## src/common/tinkerIsaPkg.sv

```systemverilog
// --------------------
// Tinker ISA opcodes, instruction field layout
// and architectural constants
// --------------------
`default_nettype none

package tinkerIsaPkg;

    localparam int xlen          = 64;
    localparam int instrWidth    = 32;
    localparam int opcodeWidth   = 5;
    localparam int regCount      = 32;
    localparam int regIndexWidth = $clog2(regCount);
    localparam int literalWidth  = 12;
    localparam int shiftWidth    = $clog2(xlen);
    localparam int memBytes      = 16384;
    localparam int memAddrWidth  = $clog2(memBytes);
    localparam int stackTop      = 16384;              // Reset value of r31

    typedef logic [xlen-1:0]          wordT;
    typedef logic [regIndexWidth-1:0] regIndexT;

    localparam wordT codeBase = 64'h2000;              // Reset program counter

    typedef enum logic [opcodeWidth-1:0] {
        opAnd           = 5'h00,
        opOr            = 5'h01,
        opXor           = 5'h02,
        opNot           = 5'h03,
        opShiftRight    = 5'h04,
        opShiftRightLit = 5'h05,
        opShiftLeft     = 5'h06,
        opShiftLeftLit  = 5'h07,
        opBr            = 5'h08,
        opBrrReg        = 5'h09,
        opBrrLit        = 5'h0a,
        opBrnz          = 5'h0b,
        opBrgt          = 5'h0e,
        opHalt          = 5'h0f,
        opLoad          = 5'h10,
        opMovReg        = 5'h11,
        opMovLit        = 5'h12,
        opStore         = 5'h13,
        opAdd           = 5'h18,
        opAddi          = 5'h19,
        opSub           = 5'h1a,
        opSubi          = 5'h1b,
        opMul           = 5'h1c,
        opBubble        = 5'h1f
    } opcodeT;

    // Instruction word fields from msb down
    typedef struct packed {
        opcodeT                  opcode;
        regIndexT                rd;
        regIndexT                rs;
        regIndexT                rt;
        logic [literalWidth-1:0] literal;
    } instrT;

    // Opcodes that write rd
    function automatic logic isWriter(opcodeT op);
        case (op)
            opBr, opBrrReg, opBrrLit, opBrnz, opBrgt, opHalt, opStore, opBubble: return 1'b0;
            default: return 1'b1;
        endcase
    endfunction

endpackage

`default_nettype wire
```

## src/common/tinkerPipePkg.sv

```systemverilog
// --------------------
// Pipeline records and external port
// structs of the Tinker core
// --------------------
`default_nettype none

package tinkerPipePkg;
    import tinkerIsaPkg::*;

    // Decode/execute record with read values already fetched
    typedef struct packed {
        opcodeT   opcode;
        regIndexT rd;
        regIndexT rs;
        regIndexT rt;
        wordT     literal;     // Sign extended, zero when unused
        wordT     readA;       // rs
        wordT     readB;       // rt
        wordT     readC;       // rd
        wordT     pc;
    } decodedT;

    typedef struct packed {
        logic     valid;
        logic     regWrite;
        logic     memWrite;
        logic     halt;
        regIndexT dest;
        wordT     result;      // Store data for stores
        wordT     address;
    } exMemT;

    typedef struct packed {
        logic     valid;
        regIndexT index;
        wordT     value;
    } retireT;

    typedef struct packed {
        logic                    valid;
        logic [memAddrWidth-1:0] address;
        logic [instrWidth-1:0]   word;
    } progWriteT;

    typedef struct packed {
        logic taken;
        wordT target;
    } redirectT;

    // In-flight destination for hazard checks
    typedef struct packed {
        logic     write;
        regIndexT index;
    } destT;

endpackage

`default_nettype wire

```

## src/verilog/retireStage.sv

```systemverilog
// --------------------
// Retire stage with register write, retire
// report and sticky halt
// --------------------
`timescale 1ns/100ps
`default_nettype none

module retireStage import tinkerIsaPkg::*, tinkerPipePkg::*; (
    input  logic     clk,
    input  logic     reset,
    input  exMemT    exMem,
    output destT     memDest,
    output logic     writeEnable,
    output regIndexT writeIndex,
    output wordT     writeData,
    output retireT   retire,
    output logic     halt
);

    exMemT retireReg;

    assign writeEnable = retireReg.valid && retireReg.regWrite;
    assign writeIndex  = retireReg.dest;
    assign writeData   = retireReg.result;
    assign memDest     = '{write: writeEnable, index: retireReg.dest};

    always_ff @(posedge clk or posedge reset) begin
        if (reset) begin
            retireReg <= '0;
            retire    <= '0;
            halt      <= 1'b0;
        end else begin
            retireReg    <= exMem;
            retire.valid <= writeEnable && retireReg.dest != '0;   // r0 writes stay silent
            retire.index <= retireReg.dest;
            retire.value <= retireReg.result;
            if (retireReg.valid && retireReg.halt)
                halt <= 1'b1;
        end
    end

endmodule

`default_nettype wire

```

## config.mk

```make
export PLATFORM = sky130hd
export DESIGN_NAME = retireStage
export DESIGN_NICKNAME = d
export VERILOG_FILES = /design/src/common/tinkerIsaPkg.sv /design/src/common/tinkerPipePkg.sv /design/src/verilog/retireStage.sv
export SDC_FILE = /design/constraint.sdc
export NUM_CORES = 1
export LEC_CHECK = 0
export BUFFER_PORTS_ARGS = -buffer_cell sky130_fd_sc_hd__buf_2
export CAP_MARGIN = 15
export CELL_PAD_IN_SITES_DETAIL_PLACEMENT = 2
export CELL_PAD_IN_SITES_GLOBAL_PLACEMENT = 2
export CORE_MARGIN = 2
export CORE_UTILIZATION = 23
export DETAILED_ROUTE_END_ITERATION = 8
export PLACE_DENSITY_LB_ADDON = 0.1
export SYNTH_ARGS = -nofsm -noshare
export SYNTH_HDL_FRONTEND = slang
export SYNTH_SLANG_ARGS = --single-unit
```

## constraint.sdc

```tcl
create_clock -name clk -period 3.6 [get_ports clk]
set_input_delay 0 -clock clk [delete_from_list [all_inputs] [get_ports clk]]
set_output_delay 0 -clock clk [all_outputs]
set_load 0.01 [all_outputs]
```

==> metrics.txt <==
Clock Latency Late Sink 0.41 ns; DRT iter0 DRCs 19; R2R Path Start writeIndex[2]; initial core utilization 23.32%; Clk pin slew, worst setup/hold paths 0.06 ns; n_diodes 0; worst path required time 3.90 ns; Die Ht 138.7 um; DIE WIDTH 138.7 um; Cell Area, Synth 4174 um^2; Post-CTS Setup Repair Bufs 0; hpwl dp 6809 um; Max VDD drop 0.0003011 V; CTS root buf clkbuf_16; CP max FO 4; Yosys reg bits 143; worst setup path class reg -> reg; setup tns final 0 ns; power density cells 607.7 nW/um^2; Tcrit/Tclk final 35.80%; grt total ovfl 0; RSZ-0062 raised after global routing no; Post-CTS Resized 0; DRC viols 0; number of global-route vias before repair 2,971; first-pass GRT wire length 16,280 um; total wire length 10,120 um; endpoints failing setup 0; # nets final 601; crit end category register; largest net degree at the start of global routing 79; GP Congestion 0.6345; Max Root-Sink Buffers 2; Yosys warning count 0; Lkg Pwr 3.152 nW; number of vias per cell 3.541; Die Footprint 19,240 um^2; I/O pin cnt 286; Seq/Total Area, Yosys 85.73%; Tmin final 1.289 ns; Post-Layout Cell Count 704; Vias 2,493; Clock Skew 0.005724 ns; max-slew violations 0; status completed; post-layout util 35.70%; IO buf count 220; Layout area overhead 53.12%; Hold Slack 0.2250 ns; crit start category register; min-delay worst type in -> reg; drt first pass iters 4; Core Rows 49; Fillers 1,852; critical path launch point writeIndex[2]; Slew @ Worst Pin 1.007 ns; Fmax 776.0 MHz; hold wc startpoint exMem[76]; gr usage total 11.04%; post-route ant nets 0; share of cells above drive strength 1 53.68%; CTS buffer count 17; Post-Place Cells 599; Syn Nets 362; Mapped Cells 223; TritonCTS clock tree built; syn avg cell area 18.72 um^2; Worst EP arrival 1.59 ns; H-tree depth 4; initial antenna violation count 0; most common cell after layout, fill and taps aside buf_2; DR WL/cell 14.38 um; Netlist cell types 7; Worst slew margin 32.85%; clk sink count 143; Core Area 17,900 um^2; number of max-cap violations 0; Hold Vio Cnt, Final 0; commonest non-fill, non-tap cells in the layout 220 x buf_2, 143 x dfrtp_1, 73 x dlygate4sd3_1
==> critical path: stages (launching register included) <==
cell     delay [ns]
dfrtp_1        0.42
or4_1          0.57
o21a_1         0.19
==> worst paths after layout <==
path,cells past startpoint,slack (ns),to
worst min register to register,0,0.37,retire[45]
worst min-delay path,2,0.23,writeData[12]
worst max-delay path,2,2.31,retire[69]
worst max register to register,2,2.31,retire[69]
max in group asynchronous,4,2.42,retire[7]
min in group asynchronous,4,0.46,writeData[40]
==> Yosys cell counts <==
cell / n / area (um^2)
o21a_1: 1 / 7.510
a21o_1: 1 / 7.510
inv_1: 1 / 3.750
buf_4: 75 / 563.0
and2_1: 1 / 6.260
or4_1: 1 / 7.510
dfrtp_1: 143 / 3578
==> what timing repair did <==
action | in CTS | in global routing
endpoints found under the hold margin | 199 | 0
hold buffers | 73 | 0
endpoints found under the setup margin | 0 | 0
==> routing by layer <==
layer	GRT usage, %	share of wire (%)	vias up	wire length [um]
li1	-	-	1093	-
met1	11.54	36	1261	3690
met2	18.79	52	131	5252
met3	5.698	10	8	1041
met4	4.625	1.4	0	137
met5	0	0	-	0
==> cell type report <==
type | instances | area [um^2] | area share [%]
tap | 229 | 286.5 | 4.483
multi-input combinational | 4 | 28.78 | 0.4503
sequential | 143 | 3578 | 55.99
clock inverter | 14 | 203.9 | 3.191
timing repair buffer | 295 | 1847 | 28.90
clock buffer | 18 | 439.2 | 6.872
inverter | 1 | 7.507 | 0.1175
==> per-stage QoR <==
step | power, mW | instance area [um^2] | worst slack [ns]
CTS | 3.964 | 6391 | 2.251
floorplan | 1.876 | 4178 | 1.809
global route | 4.068 | 6391 | 2.240
global placement | 1.959 | 5017 | 2.269
detailed placement | 1.966 | 5017 | 2.257
finish | 3.884 | 6391 | 2.311
==> power by group <==
group | internal [mW] | total [mW] | switching, mW | leakage, nW
clock | 1.19 | 1.89 | 0.702 | 0.298
combinational | 0.137 | 0.273 | 0.136 | 1.19
sequential | 1.69 | 1.72 | 0.0300 | 1.66
total | 3.02 | 3.88 | 0.868 | 3.15
==> logic make-up after synthesis <==
kind of cell / synth area share (%)
simple gates: 0.3299
flops: 85.73
compound gates: 0.3598
buf+inv: 13.58
==> flip-flops by register name (all words and copies together), names as in the netlist <==
register and count:
retire 70, writeData 64, writeIndex 5, retireReg 3, halt 1
Power figures use the tool's default switching activity.
