==> src/common/tinkerIsaPkg.sv <==
// --------------------
// Tinker ISA opcodes, instruction field layout
// and architectural constants
// --------------------
`default_nettype none

package tinkerIsaPkg;

    localparam int xlen          = 64;
    localparam int instrWidth    = 32;
    localparam int opcodeWidth   = 5;
    localparam int regCount      = 32;
    localparam int regIndexWidth = $clog2(regCount);
    localparam int literalWidth  = 12;
    localparam int shiftWidth    = $clog2(xlen);
    localparam int memBytes      = 16384;
    localparam int memAddrWidth  = $clog2(memBytes);
    localparam int stackTop      = 16384;              // Reset value of r31

    typedef logic [xlen-1:0]          wordT;
    typedef logic [regIndexWidth-1:0] regIndexT;

    localparam wordT codeBase = 64'h2000;              // Reset program counter

    typedef enum logic [opcodeWidth-1:0] {
        opAnd           = 5'h00,
        opOr            = 5'h01,
        opXor           = 5'h02,
        opNot           = 5'h03,
        opShiftRight    = 5'h04,
        opShiftRightLit = 5'h05,
        opShiftLeft     = 5'h06,
        opShiftLeftLit  = 5'h07,
        opBr            = 5'h08,
        opBrrReg        = 5'h09,
        opBrrLit        = 5'h0a,
        opBrnz          = 5'h0b,
        opBrgt          = 5'h0e,
        opHalt          = 5'h0f,
        opLoad          = 5'h10,
        opMovReg        = 5'h11,
        opMovLit        = 5'h12,
        opStore         = 5'h13,
        opAdd           = 5'h18,
        opAddi          = 5'h19,
        opSub           = 5'h1a,
        opSubi          = 5'h1b,
        opMul           = 5'h1c,
        opBubble        = 5'h1f
    } opcodeT;

    // Instruction word fields from msb down
    typedef struct packed {
        opcodeT                  opcode;
        regIndexT                rd;
        regIndexT                rs;
        regIndexT                rt;
        logic [literalWidth-1:0] literal;
    } instrT;

    // Opcodes that write rd
    function automatic logic isWriter(opcodeT op);
        case (op)
            opBr, opBrrReg, opBrrLit, opBrnz, opBrgt, opHalt, opStore, opBubble: return 1'b0;
            default: return 1'b1;
        endcase
    endfunction

endpackage

`default_nettype wire
==> src/common/tinkerPipePkg.sv <==
// --------------------
// Pipeline records and external port
// structs of the Tinker core
// --------------------
`default_nettype none

package tinkerPipePkg;
    import tinkerIsaPkg::*;

    // Decode/execute record with read values already fetched
    typedef struct packed {
        opcodeT   opcode;
        regIndexT rd;
        regIndexT rs;
        regIndexT rt;
        wordT     literal;     // Sign extended, zero when unused
        wordT     readA;       // rs
        wordT     readB;       // rt
        wordT     readC;       // rd
        wordT     pc;
    } decodedT;

    typedef struct packed {
        logic     valid;
        logic     regWrite;
        logic     memWrite;
        logic     halt;
        regIndexT dest;
        wordT     result;      // Store data for stores
        wordT     address;
    } exMemT;

    typedef struct packed {
        logic     valid;
        regIndexT index;
        wordT     value;
    } retireT;

    typedef struct packed {
        logic                    valid;
        logic [memAddrWidth-1:0] address;
        logic [instrWidth-1:0]   word;
    } progWriteT;

    typedef struct packed {
        logic taken;
        wordT target;
    } redirectT;

    // In-flight destination for hazard checks
    typedef struct packed {
        logic     write;
        regIndexT index;
    } destT;

endpackage

`default_nettype wire

==> src/verilog/fetchDecode.sv <==
// --------------------
// Program counter, fetch/decode register, field
// decode, hazard stall and decode/execute register
// --------------------
`timescale 1ns/100ps
`default_nettype none

module fetchDecode import tinkerIsaPkg::*, tinkerPipePkg::*; (
    input  logic                  clk,
    input  logic                  reset,
    input  logic                  run,
    input  logic                  halted,
    input  logic [instrWidth-1:0] instruction,
    output wordT                  pc,
    input  wordT                  readA,
    input  wordT                  readB,
    input  wordT                  readC,
    output regIndexT              readIndexA,
    output regIndexT              readIndexB,
    output regIndexT              readIndexC,
    input  redirectT              redirect,
    input  destT                  exDest,
    input  destT                  memDest,
    output decodedT               decoded
);

    instrT   fd;
    logic    fdValid;
    wordT    fdPc;
    logic    stopped;       // Halt already issued
    logic    rtRead;
    destT    execDest;
    logic    stall;
    logic    flush;
    logic    issue;
    logic    haltIssue;
    logic    fetching;
    decodedT nextDecoded;

    function automatic logic readsRt(opcodeT op);
        case (op)
            opAnd, opOr, opXor, opShiftRight, opShiftLeft, opBrgt, opAdd, opSub, opMul: return 1'b1;
            default: return 1'b0;
        endcase
    endfunction

    function automatic logic usesLiteral(opcodeT op);
        case (op)
            opShiftRightLit, opShiftLeftLit, opBrrLit, opLoad,
            opMovLit, opStore, opAddi, opSubi: return 1'b1;
            default: return 1'b0;
        endcase
    endfunction

    function automatic logic hits(destT dest, instrT ins, logic rtUsed);
        return dest.write && (dest.index == ins.rd || dest.index == ins.rs ||
                              (rtUsed && dest.index == ins.rt));
    endfunction

    assign readIndexA = fd.rs;
    assign readIndexB = fd.rt;
    assign readIndexC = fd.rd;

    assign rtRead   = readsRt(fd.opcode);
    assign execDest = '{write: isWriter(decoded.opcode), index: decoded.rd};

    // Loads wait one cycle behind a store so its bytes are in memory
    assign stall = fdValid && (hits(execDest, fd, rtRead) || hits(exDest, fd, rtRead) ||
                               hits(memDest, fd, rtRead) ||
                               (fd.opcode == opLoad && decoded.opcode == opStore));
    assign flush     = redirect.taken;
    assign issue     = fdValid && !stall && !flush;
    assign haltIssue = issue && fd.opcode == opHalt;
    assign fetching  = run && !halted && !stopped && !haltIssue;

    always_comb begin
        nextDecoded.opcode  = issue ? fd.opcode : opBubble;
        nextDecoded.rd      = fd.rd;
        nextDecoded.rs      = fd.rs;
        nextDecoded.rt      = fd.rt;
        nextDecoded.literal = usesLiteral(fd.opcode) ?
            {{(xlen - literalWidth){fd.literal[literalWidth-1]}}, fd.literal} : '0;
        nextDecoded.readA   = readA;
        nextDecoded.readB   = readB;
        nextDecoded.readC   = readC;
        nextDecoded.pc      = fdPc;
    end

    always_ff @(posedge clk or posedge reset) begin
        if (reset) begin
            pc      <= codeBase;
            fd      <= '0;
            fdPc    <= '0;
            fdValid <= 1'b0;
            stopped <= 1'b0;
            decoded <= '{opcode: opBubble, default: '0};
        end else begin
            decoded <= nextDecoded;
            if (haltIssue)
                stopped <= 1'b1;
            if (flush) begin
                pc      <= redirect.target;    // Kill the wrong-path fetch too
                fdValid <= 1'b0;
            end else if (!stall) begin
                fdValid <= fetching;
                if (fetching) begin
                    fd   <= instrT'(instruction);
                    fdPc <= pc;
                    pc   <= pc + 64'd4;
                end
            end
        end
    end

    pcIdle: assert property (@(posedge clk) disable iff (reset) !run |=> $stable(pc));

endmodule

`default_nettype wire

==> config.mk <==
export PLATFORM = sky130hd
export DESIGN_NAME = fetchDecode
export DESIGN_NICKNAME = d
export VERILOG_FILES = /design/src/common/tinkerIsaPkg.sv /design/src/common/tinkerPipePkg.sv /design/src/verilog/fetchDecode.sv
export SDC_FILE = /design/constraint.sdc
export NUM_CORES = 1
export LEC_CHECK = 0
export BUFFER_PORTS_ARGS = -buffer_cell sky130_fd_sc_hd__buf_2
export CAP_MARGIN = 20
export CORE_AREA = 2 2 279 281
export DETAILED_ROUTE_END_ITERATION = 10
export DIE_AREA = 0 0 281 283
export PLACE_DENSITY = 0.51
export SLEW_MARGIN = 20
export SYNTH_ARGS = -nofsm -noshare
export SYNTH_HDL_FRONTEND = slang
export SYNTH_SLANG_ARGS = --single-unit
export TNS_END_PERCENT = 20
==> constraint.sdc <==
create_clock -name clk -period 34.8 [get_ports clk]
set_input_delay 1.74 -clock clk [delete_from_list [all_inputs] [get_ports clk]]
set_output_delay 1.74 -clock clk [all_outputs]
set_load 0.02 [all_outputs]
==> impl_results.md <==
- Setup Buffers After CTS: 0
- Top FF cell, synth: dfrtp_1
- Crit path buffers/inverters: 7
- Initial Util: 21.3%
- Crit path top cell by count: buf_4
- Die width: 281 um
- Ys async rst share: 100%
- Most frequent cells in the layout: buf_2 (723), dfrtp_1 (443), mux2_2 (83)
- Commonest non-fill, non-tap cell in the layout: buf_2
- Required @ worst endpoint: 35.25 ns
- Final hold viol count: 0
- Post-synthesis sequential area ratio: 68.8%
- Power Internal: 0.00114 W
- Initial DRC Count: 666
- EDFF count, synth: 0
- Slowest stage cell on the critical path: buf_4
- Worst Path Max Fanout: 53
- Vias in the first global route: 12700
- Worst EP arrival: 5.98 ns
- Core area: 76700 um^2
- Setup violations, final: 0
- Remaining DRCs: 0
- PD cells: 77.9 nW/um^2
- Logic pwr share: 26.5%
- Grt total ovfl: 0
- CTS tree: done
- Worst-Skew Late Latency: 0.59 ns
- Final Slew Violations: 0
- CTS Sinks: 450
- Hold Buf Count CTS: 0
- Cell area after synthesis: 16400 um^2
- Power Total: 0.00174 W
- Minimum clock period: 5.52 ns
- Switching Power: 0.000604 W
- Setup Skew: 0.0207 ns
- First-pass GRT wire length: 87800 um
- Area of the die: 79500 um^2
- Htree depth: 2
- Peak Freq: 181 MHz
- CP startpoint kind: input pin
- Seq pwr share: 42.7%
- Initial antenna violation count: 32
- Synthesized flop and latch total: 450
- Post_cts resized: 0
- Clk network pwr share: 30.8%
- Post-Syn Nets: 1492
- Run status: complete, no violations
- Detailed placement HPWL: 46500 um
- Slew margin rel.: 28.4%
- Hold WC Path Type: reg -> reg
- Leak pwr: 10.2 nW
- Port Buffers: 723
- Via/cell ratio: 4.25
- Routability Congestion: 0.891
- Largest net degree at the start of global routing: 117
- CTS clk-pin slew, worst paths: 0.06 ns
- Die height: 283 um
- Actual slew at the worst max-slew pin: 1.07 ns
- Slowest stage delay, CP: 0.68 ns
- Synth unique cells: 61
- CP endpoint kind: register
- Fin crit share: 15.9%
- Share of cells above drive strength 1: 49.0%
- Final net count: 2165
- FP Rows: 102
- DR WL/cell: 20.7 um
- Worst-case clock buffer depth: 3
- Layout area overhead: 36.6%
- CTS root buffer: clkbuf_16
- Sw Share: 34.6%
- Syn_area_per_cell: 13.8 um^2
- Post-route ant nets: 0
- Post-synthesis cell count: 1186
- Pre-Repair DR Iteration Count: 5
- Synth warnings: 0
- CP top delay family: buffers and inverters
- RSZ-0062 raised after global routing: no
- CTS buffer count: 51
- DR vias: 12500
- Max-cap violations: 0
- Post-Route WL: 60900 um
- Ports: 724
- Tot GR Track Use: 14.8%
- Fin Setup TNS: 0 ns
- CP cell instances: buf_2, buf_4, clkinv_2, nand2_1, nor4_1, and4_2, buf_4, nor2_2, inv_2, nor3_4, buf_4, buf_4, mux2_2
- Peak supply drop: 43.9 uV
- Crit path kind: in -> reg
## Yosys cell counts, types with 25 or more instances
cell | count | share of area, %
nand3_1 | 40 | 1.2
nor2_1 | 74 | 1.7
xnor2_1 | 31 | 1.7
mux2_2 | 83 | 5.7
o21ai_0 | 25 | 0.76
a31oi_1 | 54 | 2.1
dfrtp_1 | 444 | 68
o31ai_1 | 29 | 1.3
or4_1 | 37 | 1.7
nand2_1 | 38 | 0.87
or3_1 | 26 | 0.99
clkbuf_1 | 36 | 0.83
buf_4 | 77 | 3.5
## registers in the layout, summed over array words and instances, names as in the netlist
name        count
fdPc           64
readIndexA      5
stopped         1
readIndexC      5
pc             64
fd             17
decoded       288
readIndexB      5
fdValid         1
## cells by family after synthesis
family / Yosys count / share of synthesized area [%]
adders and majority gates: 1 / 0.0764
muxes: 99 / 6.80
buffers and inverters: 131 / 4.99
AOI/OAI and AO/OA: 140 / 5.77
DFF: 450 / 68.8
xor gates and xnor gates: 45 / 2.41
and+or+nand+nor: 320 / 11.1
## final timing paths
check / startpoint / endpoint / slack [ns] / cells after the start
setup / recovery: redirect[64] / fdPc[38] / 29.28 / 13
hold / removal: fdPc[52] / decoded[52] / 0.37 / 0
setup reg to reg: fd[30] / fdPc[38] / 29.84 / 11
hold reg to reg: fdPc[52] / decoded[52] / 0.37 / 0
max in group asynchronous: reset / fdPc[38] / 30.66 / 5
min in group asynchronous: reset / readIndexA[2] / 1.25 / 2
## cell type report
class                           count  area (um^2)
Antenna cell                        5         12.5
Clock buffer                       74         1450
Clock inverter                     16          210
Fill cell                        7896        54300
Inverter                            9         42.5
Multi-Input combinational cell    605         4300
Sequential cell                   450        11300
Tap cell                         1040         1300
Timing Repair Buffer              742         3780
## metrics by stage
step / instances / hold slack, ns / area, um^2 / utilization, % / worst slack (ns)
after floorplan: 1186 / 0.347 / 16400 / - / 20.53
after global placement: 2845 / 0.356 / 20700 / 26.9 / 28.74
after detailed placement: 2845 / 0.358 / 20700 / 26.9 / 28.60
after CTS: 2935 / 0.368 / 22300 / 29.1 / 29.22
after global routing: 2940 / 0.374 / 22400 / 29.2 / 28.91
final: 2941 / 0.370 / 22400 / 29.2 / 29.28
## per-layer routing
| layer | track usage [%] | up-vias | share of wire [%] |
|---|---|---|---|
| li1 | - | 5504 | - |
| met1 | 18.3 | 6264 | 40 |
| met2 | 24.5 | 587 | 48 |
| met3 | 4.82 | 122 | 9.2 |
| met4 | 4.20 | 32 | 2.2 |
| met5 | 0 | - | 0.34 |
## power by group through the flow
stage	clock (W)	sequential [W]	combinational, W
after floorplan	0	0.000818	0.000251
after global placement	0	0.000752	0.000465
after detailed placement	0	0.000754	0.000469
after CTS	0.000558	0.000746	0.000471
after global routing	0.000582	0.000762	0.000493
final	0.000538	0.000744	0.000462
## worst register-to-register path, stage by stage, from the launching register on
cell       delay [ns]
dfrtp_1          0.46
a21boi_2         0.21
mux2i_1          0.44
a2111oi_0        0.19
o31ai_1          0.65
nand2_1          0.22
o21a_4           0.25
buf_4            0.39
nor3_4           0.24
buf_4            0.55
buf_4            0.68
mux2_2           0.54
Note: power is estimated with default switching activity, not from simulation.
